### config.mk
export PLATFORM = sky130hd
export DESIGN_NAME = uart_periph
export DESIGN_NICKNAME = d
export VERILOG_FILES = /design/src/design/uart_frame_pkg.sv /design/src/design/uart_bus_pkg.sv /design/src/design/uart_periph.sv /design/src/design/uart_rx.sv /design/src/design/uart_tx.sv /design/src/design/uart_baud_gen.sv /design/src/design/uart_regs.sv
export SDC_FILE = /design/constraint.sdc
export NUM_CORES = 1
export LEC_CHECK = 0
export BUFFER_PORTS_ARGS = -buffer_cell sky130_fd_sc_hd__buf_4
export CORE_ASPECT_RATIO = 0.7
export CORE_MARGIN = 1
export CORE_UTILIZATION = 55
export CTS_CLUSTER_DIAMETER = 120
export DETAILED_ROUTE_END_ITERATION = 8
export PLACE_DENSITY = 0.79
export SLEW_MARGIN = 20
export SYNTH_ARGS = -nofsm -noshare
export SYNTH_HDL_FRONTEND = slang
export SYNTH_SLANG_ARGS = --single-unit
export TNS_END_PERCENT = 10
### constraint.sdc
create_clock -name clk -period 4.4 [get_ports clk]
set_input_delay 0.44 -clock clk [delete_from_list [all_inputs] [get_ports clk]]
set_output_delay 0.44 -clock clk [all_outputs]
set_load 0.05 [all_outputs]
### src/design/uart_frame_pkg.sv
package uart_frame_pkg;

localparam int unsigned OVERSAMPLE = 16;  // Ticks per bit.
localparam int unsigned FRAME_BITS = 12;  // Start, 8 data, parity, 2 stop.

typedef logic [7:0]            uart_byte_t;
typedef logic [FRAME_BITS-1:0] frame_t;
typedef logic [3:0]            os_cnt_t;   // Tick position inside one bit.
typedef logic [3:0]            bit_cnt_t;  // Bit position inside one frame.

// **************************************************
// State machines
// **************************************************

typedef enum logic [1:0] {
  TX_IDLE,
  TX_WAIT_CTS,
  TX_SHIFT
} tx_state_t;

typedef enum logic [2:0] {
  RX_IDLE,
  RX_START,
  RX_DATA,
  RX_PARITY,
  RX_STOP
} rx_state_t;

endpackage

### src/design/uart_bus_pkg.sv
package uart_bus_pkg;

// **************************************************
// Bus field types
// **************************************************

typedef logic [31:0] bus_addr_t;
typedef logic [31:0] bus_data_t;
typedef logic [3:0]  bus_mask_t;
typedef logic [29:0] bus_word_t;  // Word index, address bits 31 down to 2.

// **************************************************
// Register map
// **************************************************

localparam bus_word_t REG_TXDATA  = 30'd0;
localparam bus_word_t REG_DIVISOR = 30'd1;
localparam bus_word_t REG_RXDATA  = 30'd2;
localparam bus_word_t REG_STATUS  = 30'd3;

// STATUS bit positions.
localparam int unsigned STAT_TX_BUSY    = 0;
localparam int unsigned STAT_RX_VALID   = 1;
localparam int unsigned STAT_PARITY_ERR = 2;
localparam int unsigned STAT_FRAME_ERR  = 3;
localparam int unsigned STAT_OVERRUN    = 4;

endpackage
### src/design/uart_periph.sv
`timescale 1ns/10ps

module uart_periph
  import uart_bus_pkg::*;
  import uart_frame_pkg::*;
#(
  parameter int DIV_WIDTH = 16,
  parameter int DIV_RESET = 326
)
(
  input  logic      clk,
  input  logic      rst,

  input  logic      i_bus_req,
  input  logic      i_bus_write,
  input  bus_addr_t i_bus_addr,
  input  bus_data_t i_bus_data,
  input  bus_mask_t i_bus_wr_mask,
  output logic      o_bus_ack,
  output bus_data_t o_bus_data,

  output logic      o_txd,
  input  logic      i_rxd,
  input  logic      i_cts,
  output logic      o_rts
);

logic                 tx_start;
uart_byte_t           tx_byte;
logic                 tx_busy;
logic [DIV_WIDTH-1:0] divisor;
logic                 tick;
logic                 rx_done;
uart_byte_t           rx_byte;
logic                 rx_parity_err;
logic                 rx_frame_err;

uart_regs #(
  .DIV_WIDTH (DIV_WIDTH),
  .DIV_RESET (DIV_RESET)
) u_regs (
  .clk             (clk),
  .rst             (rst),
  .i_bus_req       (i_bus_req),
  .i_bus_write     (i_bus_write),
  .i_bus_addr      (i_bus_addr),
  .i_bus_data      (i_bus_data),
  .i_bus_wr_mask   (i_bus_wr_mask),
  .o_bus_ack       (o_bus_ack),
  .o_bus_data      (o_bus_data),
  .o_tx_start      (tx_start),
  .o_tx_byte       (tx_byte),
  .i_tx_busy       (tx_busy),
  .o_divisor       (divisor),
  .i_rx_done       (rx_done),
  .i_rx_byte       (rx_byte),
  .i_rx_parity_err (rx_parity_err),
  .i_rx_frame_err  (rx_frame_err),
  .o_rts           (o_rts)
);

uart_baud_gen #(
  .DIV_WIDTH (DIV_WIDTH)
) u_baud (
  .clk       (clk),
  .rst       (rst),
  .i_divisor (divisor),
  .o_tick    (tick)
);

uart_tx u_tx (
  .clk     (clk),
  .rst     (rst),
  .i_tick  (tick),
  .i_start (tx_start),
  .i_byte  (tx_byte),
  .i_cts   (i_cts),
  .o_busy  (tx_busy),
  .o_txd   (o_txd)
);

uart_rx u_rx (
  .clk          (clk),
  .rst          (rst),
  .i_tick       (tick),
  .i_rxd        (i_rxd),
  .o_done       (rx_done),
  .o_byte       (rx_byte),
  .o_parity_err (rx_parity_err),
  .o_frame_err  (rx_frame_err)
);

endmodule

### src/design/uart_rx.sv
`timescale 1ns/10ps

module uart_rx
  import uart_frame_pkg::*;
(
  input  logic       clk,
  input  logic       rst,
  input  logic       i_tick,
  input  logic       i_rxd,
  output logic       o_done,
  output uart_byte_t o_byte,
  output logic       o_parity_err,
  output logic       o_frame_err
);

rx_state_t  state;
logic       rxd_meta;
logic       rxd_sync;
logic       rxd_prev;
logic       fall;
logic       mid_start;
logic       mid_bit;
os_cnt_t    os_cnt;
bit_cnt_t   bit_cnt;
uart_byte_t data;
logic       par_bit;
logic       stop1;

// **************************************************
// Input synchronizer and edge detect
// **************************************************

always_ff @(posedge clk)
  begin
  if (rst)
    begin
    rxd_meta <= 1'b1;
    rxd_sync <= 1'b1;
    rxd_prev <= 1'b1;
    end
  else
    begin
    rxd_meta <= i_rxd;
    rxd_sync <= rxd_meta;
    rxd_prev <= rxd_sync;
    end
  end

assign fall      = rxd_prev && !rxd_sync;
assign mid_start = i_tick && (os_cnt == os_cnt_t'(OVERSAMPLE / 2 - 1));  // 8th tick.
assign mid_bit   = i_tick && (os_cnt == os_cnt_t'(OVERSAMPLE - 1));      // One bit later.

// **************************************************
// Receive FSM
// **************************************************

always_ff @(posedge clk)
  begin
  if (rst)
    begin
    state   <= RX_IDLE;
    o_done  <= 1'b0;
    os_cnt  <= '0;
    bit_cnt <= '0;
    end
  else
    begin
    o_done <= 1'b0;
    if (i_tick)
      os_cnt <= os_cnt + 1'b1;
    case (state)
      RX_IDLE:
        begin
        os_cnt <= '0;
        if (fall)
          state <= RX_START;
        end
      RX_START:
        begin
        if (mid_start)
          begin
          os_cnt  <= '0;
          bit_cnt <= '0;
          state   <= rxd_sync ? RX_IDLE : RX_DATA;  // High at mid-bit is a glitch.
          end
        end
      RX_DATA:
        begin
        if (mid_bit)
          begin
          bit_cnt <= bit_cnt + 1'b1;
          if (bit_cnt == 4'd7)
            state <= RX_PARITY;
          end
        end
      RX_PARITY:
        begin
        if (mid_bit)
          begin
          bit_cnt <= '0;
          state   <= RX_STOP;
          end
        end
      RX_STOP:
        begin
        if (mid_bit)
          begin
          bit_cnt <= bit_cnt + 1'b1;
          if (bit_cnt != '0)
            begin
            o_done <= 1'b1;  // Middle of the second stop bit.
            state  <= RX_IDLE;
            end
          end
        end
      default:
        state <= RX_IDLE;
    endcase
    end
  end

// **************************************************
// Sampled payload and checks
// **************************************************

always_ff @(posedge clk)
  begin
  if (state == RX_DATA && mid_bit)
    data <= {rxd_sync, data[7:1]};
  if (state == RX_PARITY && mid_bit)
    par_bit <= rxd_sync;
  if (state == RX_STOP && mid_bit && bit_cnt == '0)
    stop1 <= rxd_sync;
  if (state == RX_STOP && mid_bit && bit_cnt != '0)
    begin
    o_byte       <= data;
    o_parity_err <= par_bit ^ (^data);  // Even parity.
    o_frame_err  <= !stop1 || !rxd_sync;
    end
  end

endmodule

### src/design/uart_tx.sv
`timescale 1ns/10ps

module uart_tx
  import uart_frame_pkg::*;
(
  input  logic       clk,
  input  logic       rst,
  input  logic       i_tick,
  input  logic       i_start,
  input  uart_byte_t i_byte,
  input  logic       i_cts,
  output logic       o_busy,
  output logic       o_txd
);

tx_state_t state;
frame_t    shreg;
os_cnt_t   os_cnt;
bit_cnt_t  bit_cnt;
logic      load;
logic      go;
logic      bit_end;
logic      last_bit;
logic      shift;

assign load     = (state == TX_IDLE) && i_start;
assign go       = (state == TX_WAIT_CTS) && i_tick && !i_cts;
assign bit_end  = (state == TX_SHIFT) && i_tick && (os_cnt == os_cnt_t'(OVERSAMPLE - 1));
assign last_bit = (bit_cnt == bit_cnt_t'(FRAME_BITS - 1));
assign shift    = go || (bit_end && !last_bit);
assign o_busy   = (state != TX_IDLE);

// Two stop bits, even parity, data LSB first, start bit.
always_ff @(posedge clk)
  begin
  if (load)
    shreg <= {2'b11, ^i_byte, i_byte, 1'b0};
  else if (shift)
    shreg <= {1'b1, shreg[FRAME_BITS-1:1]};
  end

always_ff @(posedge clk)
  begin
  if (rst)
    begin
    state   <= TX_IDLE;
    o_txd   <= 1'b1;
    os_cnt  <= '0;
    bit_cnt <= '0;
    end
  else
    begin
    case (state)
      TX_IDLE:
        begin
        if (i_start)
          state <= TX_WAIT_CTS;
        end
      TX_WAIT_CTS:
        begin
        if (go)
          begin
          state   <= TX_SHIFT;  // CTS is no longer looked at.
          o_txd   <= shreg[0];
          os_cnt  <= '0;
          bit_cnt <= '0;
          end
        end
      TX_SHIFT:
        begin
        if (i_tick)
          os_cnt <= os_cnt + 1'b1;
        if (bit_end && last_bit)
          begin
          state <= TX_IDLE;
          o_txd <= 1'b1;
          end
        else if (bit_end)
          begin
          bit_cnt <= bit_cnt + 1'b1;
          o_txd   <= shreg[0];
          end
        end
      default:
        state <= TX_IDLE;
    endcase
    end
  end

endmodule

### src/design/uart_baud_gen.sv
`timescale 1ns/10ps

module uart_baud_gen
#(
  parameter int DIV_WIDTH = 16
)
(
  input  logic                 clk,
  input  logic                 rst,
  input  logic [DIV_WIDTH-1:0] i_divisor,
  output logic                 o_tick
);

logic [DIV_WIDTH-1:0] cnt;
logic                 reload;

assign reload = (cnt == '0);

// One tick every i_divisor clocks, 16 ticks per bit.
always_ff @(posedge clk)
  begin
  if (rst)
    begin
    cnt    <= '0;
    o_tick <= 1'b0;
    end
  else
    begin
    o_tick <= reload;
    if (reload)
      cnt <= i_divisor - 1'b1;  // A new divisor is picked up here.
    else
      cnt <= cnt - 1'b1;
    end
  end

endmodule

### src/design/uart_regs.sv
`timescale 1ns/10ps

module uart_regs
  import uart_bus_pkg::*;
  import uart_frame_pkg::*;
#(
  parameter int DIV_WIDTH = 16,
  parameter int DIV_RESET = 326
)
(
  input  logic                 clk,
  input  logic                 rst,

  input  logic                 i_bus_req,
  input  logic                 i_bus_write,
  input  bus_addr_t            i_bus_addr,
  input  bus_data_t            i_bus_data,
  input  bus_mask_t            i_bus_wr_mask,
  output logic                 o_bus_ack,
  output bus_data_t            o_bus_data,

  output logic                 o_tx_start,
  output uart_byte_t           o_tx_byte,
  input  logic                 i_tx_busy,

  output logic [DIV_WIDTH-1:0] o_divisor,

  input  logic                 i_rx_done,
  input  uart_byte_t           i_rx_byte,
  input  logic                 i_rx_parity_err,
  input  logic                 i_rx_frame_err,

  output logic                 o_rts
);

bus_word_t            word;
logic                 req_new;
logic                 tx_write;
logic                 tx_stall;
logic                 respond;
logic                 rx_clear;
bus_data_t            div_wide;
bus_data_t            rd_data;
bus_data_t            status;
logic [DIV_WIDTH-1:0] divisor;
uart_byte_t           rx_byte;
logic                 rx_valid;
logic                 parity_err;
logic                 frame_err;
logic                 overrun;

// **************************************************
// Request decode
// **************************************************

assign word     = i_bus_addr[31:2];
assign req_new  = i_bus_req && !o_bus_ack;  // Req is still high in the ack cycle.
assign tx_write = req_new && i_bus_write && (word == REG_TXDATA);
assign tx_stall = tx_write && i_tx_busy;    // Request stays pending, ack withheld.
assign respond  = req_new && !tx_stall;
assign rx_clear = respond && !i_bus_write && (word == REG_RXDATA);

always_comb
  begin
  div_wide = bus_data_t'(divisor);
  for (int lane = 0; lane < 2; lane++)
    begin
    if (i_bus_wr_mask[lane])
      div_wide[lane*8 +: 8] = i_bus_data[lane*8 +: 8];
    end
  end

always_comb
  begin
  status                  = '0;
  status[STAT_TX_BUSY]    = i_tx_busy || o_tx_start;  // Covers the cycle before busy rises.
  status[STAT_RX_VALID]   = rx_valid;
  status[STAT_PARITY_ERR] = parity_err;
  status[STAT_FRAME_ERR]  = frame_err;
  status[STAT_OVERRUN]    = overrun;
  end

always_comb
  begin
  case (word)
    REG_DIVISOR: rd_data = bus_data_t'(divisor);
    REG_RXDATA:  rd_data = bus_data_t'(rx_byte);
    REG_STATUS:  rd_data = status;
    default:     rd_data = '0;
  endcase
  end

// **************************************************
// Bus response, divisor and transmit start
// **************************************************

always_ff @(posedge clk)
  begin
  if (rst)
    begin
    o_bus_ack  <= 1'b0;
    o_bus_data <= '0;
    o_tx_start <= 1'b0;
    divisor    <= DIV_WIDTH'(DIV_RESET);
    end
  else
    begin
    o_bus_ack  <= respond;
    o_bus_data <= (respond && !i_bus_write) ? rd_data : '0;
    o_tx_start <= tx_write && !i_tx_busy;  // Pulse lines up with the ack.
    if (respond && i_bus_write && (word == REG_DIVISOR))
      divisor <= div_wide[DIV_WIDTH-1:0];
    end
  end

always_ff @(posedge clk)
  begin
  if (tx_write && !i_tx_busy)
    o_tx_byte <= uart_byte_t'(i_bus_data[7:0]);
  end

// **************************************************
// Receive byte and sticky flags
// **************************************************

always_ff @(posedge clk)
  begin
  if (rst)
    begin
    rx_valid   <= 1'b0;
    parity_err <= 1'b0;
    frame_err  <= 1'b0;
    overrun    <= 1'b0;
    end
  else if (i_rx_done)
    begin
    rx_valid   <= 1'b1;
    parity_err <= (parity_err && !rx_clear) || i_rx_parity_err;
    frame_err  <= (frame_err && !rx_clear) || i_rx_frame_err;
    overrun    <= (overrun || rx_valid) && !rx_clear;  // Unread byte gets overwritten.
    end
  else if (rx_clear)
    begin
    rx_valid   <= 1'b0;
    parity_err <= 1'b0;
    frame_err  <= 1'b0;
    overrun    <= 1'b0;
    end
  end

always_ff @(posedge clk)
  begin
  if (i_rx_done)
    rx_byte <= i_rx_byte;
  end

assign o_divisor = divisor;
assign o_rts     = rx_valid;  // Asks the far end to hold off.

endmodule

* Word level (Yosys, flattened, before mapping)
Cells that the tools add are included.
** Operators by class
- Bitwise gates (word level) :: 4
- Reductions and logical operators :: 67
- Multiplexer cells :: 40
- Eq/ne operators :: 29
- Add/sub/neg operators :: 6
** Operator list (number)
- $eq A30 B2 Y1 const B :: 2
- $pmux W16 S3 :: 1
- $mux W4 :: 9
- $sub A16 B1 Y16 const B :: 2
- $eq A30 B1 Y1 const B :: 1
- $logic_not A30 Y1 :: 1
- $logic_and A1 B1 Y1 :: 28
- $pmux W4 S2 :: 3
- $mux W3 :: 7
- $mux W10 :: 2
- $ne A2 B1 Y1 const B :: 10
- $add A4 B1 Y4 const B :: 4
- $logic_not A16 Y1 :: 1
- $mux W16 :: 1
- $reduce_xor A8 Y1 :: 2
- $pmux W3 S5 :: 1
- $eq A4 B4 Y1 const B :: 3
- $pmux W4 S3 :: 1
- $logic_not A1 Y1 :: 9
- $mux W1 :: 9
- $reduce_and A3 Y1 :: 3
- $eq A4 B3 Y1 const B :: 2
- $mux W2 :: 4
- $ne A2 B2 Y1 const B :: 4
- 22 further kinds :: 36
** Storage, ports and cells
- Word-level logic and storage cells :: 178
- Register bits after elaboration :: 143
- Input port bits :: 74

* Depth between registers and ports, before layout
- Word-level depth :: 13
- Mapped depth :: 13
- Mapped depth without buffers :: 10

* Hierarchy
From an unflattened synthesis, not the netlist that was laid out.
** Unflattened totals
- Cells, all modules :: 597
- Area, all modules :: 6095.8 sq um
** Modules (own cells, without submodules)
- uart_regs :: cells an instance 202, instances 1, area each 2218.4 sq um
- uart_rx :: cells an instance 123, instances 1, area each 1530.2 sq um
- uart_tx :: cells an instance 133, instances 1, area each 1191.1 sq um
- uart_baud_gen :: cells an instance 139, instances 1, area each 1156.1 sq um

* Least setup slack after synthesis
No wires, ideal clock.
- Path kind :: register -> register
- From :: register u_baud.cnt[3]
- To :: register u_baud.cnt[14]
- Cell stages (with the launch flop) :: 13
- Data arrival time :: 2.740 ns
- Setup slack :: 1.531 ns
- Buffers on the path :: 3
- Cells stage by stage :: dfxtp_1 or4_4 buf_6 or2_1 buf_6 nor3_2 buf_2 a21oi_1 ha_1 and2_1 and4b_4 a21oi_1 nor3b_2
** On the way
- Cells in the longest elaborated chain, start to end :: 2
- Elaborated cells between the ends (all ways) :: 3
- Classes of those cells :: add/sub: 1; mux: 1; reduce/logical: 1
** Ends and longest elaborated chain
- from (decl) :: RTL line uart_baud_gen.sv:14 : logic [DIV_WIDTH-1:0] cnt;
- from (signal assigned) :: RTL line uart_baud_gen.sv:31 : cnt <= i_divisor - 1'b1;
- from (signal assigned) :: RTL line uart_baud_gen.sv:33 : cnt <= cnt - 1'b1;
- $sub A16 B1 Y16 / $logic_not A16 Y1 (equally long branches) :: RTL line uart_baud_gen.sv:33, uart_baud_gen.sv:17
- $mux W16 (*) :: RTL line uart_baud_gen.sv:30 : if (reload)
Every way passes the cells marked *; elsewhere a longest branch is shown, timed or not.
A chain may end at the register's enable or synchronous reset.

* Worst setup path after layout
- From :: register u_baud.cnt[2]
- To :: register u_baud.cnt[14]
Same word-level chain as after synthesis.

==> results_dict.tcl <==
set metrics [dict create \
    core_mm2 0.00991 \
    rsz0062_at_grt "false" \
    drt_wl_total_um 13300 \
    p_sw_mw 1.06 \
    regArea_mm2 0.00299 \
    period_minus_slack_ns 2.83 \
    grt_usage_pct 26.3 \
    final_common_cell "dfxtp_1" \
    die_h_um 87.3 \
    worst_slack_ns 1.57 \
    clk_path_buf_depth 2 \
    ys.flop_type "dfxtp_1" \
    syn_area_mm2 0.00572 \
    synth_enable_flop_cells 45 \
    ys_ff_latch 127 \
    antenna_cells 0 \
    leakage_nw 2.76 \
    cp.required_ns 4.68 \
    netlist_instances 573 \
    finalSetupTns_ns 0 \
    stdcell_count 784 \
    critPathKind "reg -> reg" \
    dp_slack_ns 1.42 \
    worstRegToRegCells 10 \
    yosys.cell_types.count 59 \
    areaGrowthSynthToFinish_pct 20.4 \
    firstDrtPassIters 5 \
    vias 4542 \
    power.share.clock_pct 40.8 \
    ioPinCount 109 \
    grt_pass1_vias 4308 \
    whs_endpoint "u_rx.rxd_meta$_SDFF_PP1_" \
    grt_pass1_wl_um 21300 \
    rows 30 \
    clkLatencyLatePin_ns 0.42 \
    cp_max_fo 17 \
    fmax_mhz 353 \
    viasPerCell 5.79 \
    relSlewSlack_pct 36.5 \
    post_cts_resized 0 \
    worst-r2r-setup-slack_ns 1.57 \
    grt_max_degree 59 \
    io_buffer_count 72 \
    status "finished, final reports clean" \
    start_util_pct 57.7 \
    drive_above_1_share_pct 17.8 \
    wl_per_cell_um 17.0 \
    post_cts_buffers 0 \
    cts_tree "yes" \
    startpoint_type "register" \
    pwr-share-seq_pct 37.4 \
    tightest_slew_ns 0.952 \
    total_power_mw 3.60 \
    hold_path_depth 2 \
    critPathCaptureType "register" \
    ys.warnings.count 0 \
    dieArea_mm2 0.0108 \
    ctsRootBufferMaster "clkbuf_16" \
    timing.rr.start "u_baud.cnt[2]$_SDFF_PP0_" \
    dp.final_hpwl_um 8880 \
    cts_made_buffers 17 \
    fillers 749 \
    final_cell_mix "dfxtp_1, buf_4, nor2_1, edfxtp_1, nand2_1" \
    path_clk_slew_ns 0.06 \
    grt-ovfl-total 0 \
    finalSetupViolations 0 \
    arrival_ns 3.12 \
    synthArstFlopShare_pct 0 \
    cts_sinks 127 \
    skew_ns 0.00761 \
    pwr-share-comb_pct 21.8 \
    multi_input_area_mm2 0.00251 \
    worstHoldStart "i_rxd" \
    power_density_mw_per_mm2 523 \
    dp_cells 752 \
    remaining_drc_errors 0 \
    postCtsHoldBufs 0 \
    postSynthAreaPerCell_um2 9.98 \
    layout.nets 728 \
    antenna_found_initial 0 \
    final_area_mm2 0.00689 \
    h-tree-depth 4 \
    max-cap-violations 0 \
    die_x_um 124 \
    swShare_pct 29.4 \
    hold_path_class "in -> reg" \
    yosysSeqAreaShare_pct 52.3 \
    r2r_end "u_baud.cnt[14]$_SDFF_PP0_" \
    slew_violations 0 \
    ant_nets 0 \
    finalCritPeriodShare_pct 64.4 \
    cell_internal_pwr_mw 2.54 \
    hold_viol 0 \
    drt_iter0_markers 484 \
    post_dp_cell_area_mm2 0.00627 \
    place.gp.congestion 0.859 \
    irDropWorstVdd_uv 326 \
]
## logic make-up (layout without fill, tap and decap cells)
logic type | count (synthesis) | after routing | synth area share [%]
AND/OR/NAND/NOR | 232 | 232 | 20.4
flip-flops | 127 | 127 | 52.3
AO/OA/AOI/OAI | 97 | 97 | 11.5
buffers and inverters | 52 | 120 | 4.75
XOR/XNOR | 33 | 33 | 5.05
multiplexers | 20 | 20 | 3.54
adder cells (fa/ha/maj) | 11 | 11 | 2.41
other | 1 | 16 | 0.0656
## Yosys cell counts, drive strengths merged (4+ instances only)
master	n	area share (%)
o21ai	10	0.87
xnor2	23	3.5
and2	12	1.3
xor2	10	1.5
nor3	15	1.4
buf	23	2.8
nor2	71	4.7
and3	6	0.66
clkbuf	14	0.92
a21oi	31	2.7
a22o	8	1.2
edfxtp	45	24
nand2b	4	0.44
a22oi	7	0.92
a211o	5	0.77
or2	7	0.77
mux2i	18	3.1
nor4	10	1.1
nor2b	7	0.77
ha	11	2.4
a31oi	4	0.44
dfxtp	82	29
inv	15	0.98
or3	6	0.66
nor3b	8	1.1
a21o	4	0.52
nand4	11	1.2
nand2	43	2.8
nand3	24	2.1
## critical path, cell delays in order (launching register included)
cell and delay (ns):
dfxtp_1 0.34, or4_4 0.57, or2_1 0.35, nor3_2 0.17, buf_4 0.25, a21oi_1 0.13
ha_1 0.25, and2_1 0.20, and4b_4 0.23, a21oi_1 0.15, nor3b_2 0.06
## routing by layer
metal	up-vias	share of wire [%]	track usage (%)
met3	17	6.2	6.54
met1	2194	45	35.6
met5	-	0	0
met4	0	1.1	8.98
met2	169	47	41.3
li1	2162	-	-
## per-stage QoR
stage	util, %	hold slack, ns
after global placement	63.3	0.398
after CTS	69.5	0.195
after floorplan	-	0.389
after detailed placement	63.3	0.397
after global routing	69.5	0.199
final	69.5	0.201
## power by group through the flow
stage | sequential (mW) | clock (mW) | combinational [mW]
5_1_grt | 1.36 | 1.53 | 0.860
6_report | 1.35 | 1.47 | 0.787
3_5_place_dp | 1.37 | 0 | 0.761
4_1_cts | 1.34 | 1.48 | 0.776
2_1_floorplan | 1.34 | 0 | 0.641
3_3_place_gp | 1.37 | 0 | 0.749
## state kept, by name, indices dropped and copies added (netlist names), 2 cells and up
signal	flops
u_baud.cnt	16
u_rx.state	3
u_tx.os_cnt	4
u_regs.o_divisor	16
u_rx.os_cnt	4
u_rx.data	8
u_regs.o_bus_data	16
u_rx.o_byte	8
u_regs.o_tx_byte	8
u_tx.bit_cnt	4
u_tx.state	2
u_regs.rx_byte	8
u_rx.bit_cnt	4
u_tx.shreg	10
## final cells by class
class	count	share of cell area (%)
Multi-Input combinational cell	409	36.5
Timing Repair Buffer	73	7.96
Inverter	15	0.817
Tap cell	128	2.33
Clock inverter	14	2.74
Sequential cell	127	43.5
Clock buffer	18	6.23
## how the worst max path moves through the flow
stage,startpoint,to,slack [ns],cells past startpoint
after floorplan,u_baud.cnt[3]$_SDFF_PP0_,u_baud.cnt[14]$_SDFF_PP0_,1.53,12
after global placement,i_bus_addr[13],u_regs.o_divisor[8]$_SDFFE_PP1P_,1.42,6
after detailed placement,i_bus_addr[5],u_regs.o_divisor[8]$_SDFFE_PP1P_,1.42,6
after CTS,u_baud.cnt[3]$_SDFF_PP0_,u_baud.cnt[14]$_SDFF_PP0_,1.59,10
after global routing,i_bus_addr[5],u_regs.o_divisor[15]$_SDFFE_PP0P_,1.41,7
final,u_baud.cnt[2]$_SDFF_PP0_,u_baud.cnt[14]$_SDFF_PP0_,1.57,10
(Power assumes the default switching activity.)
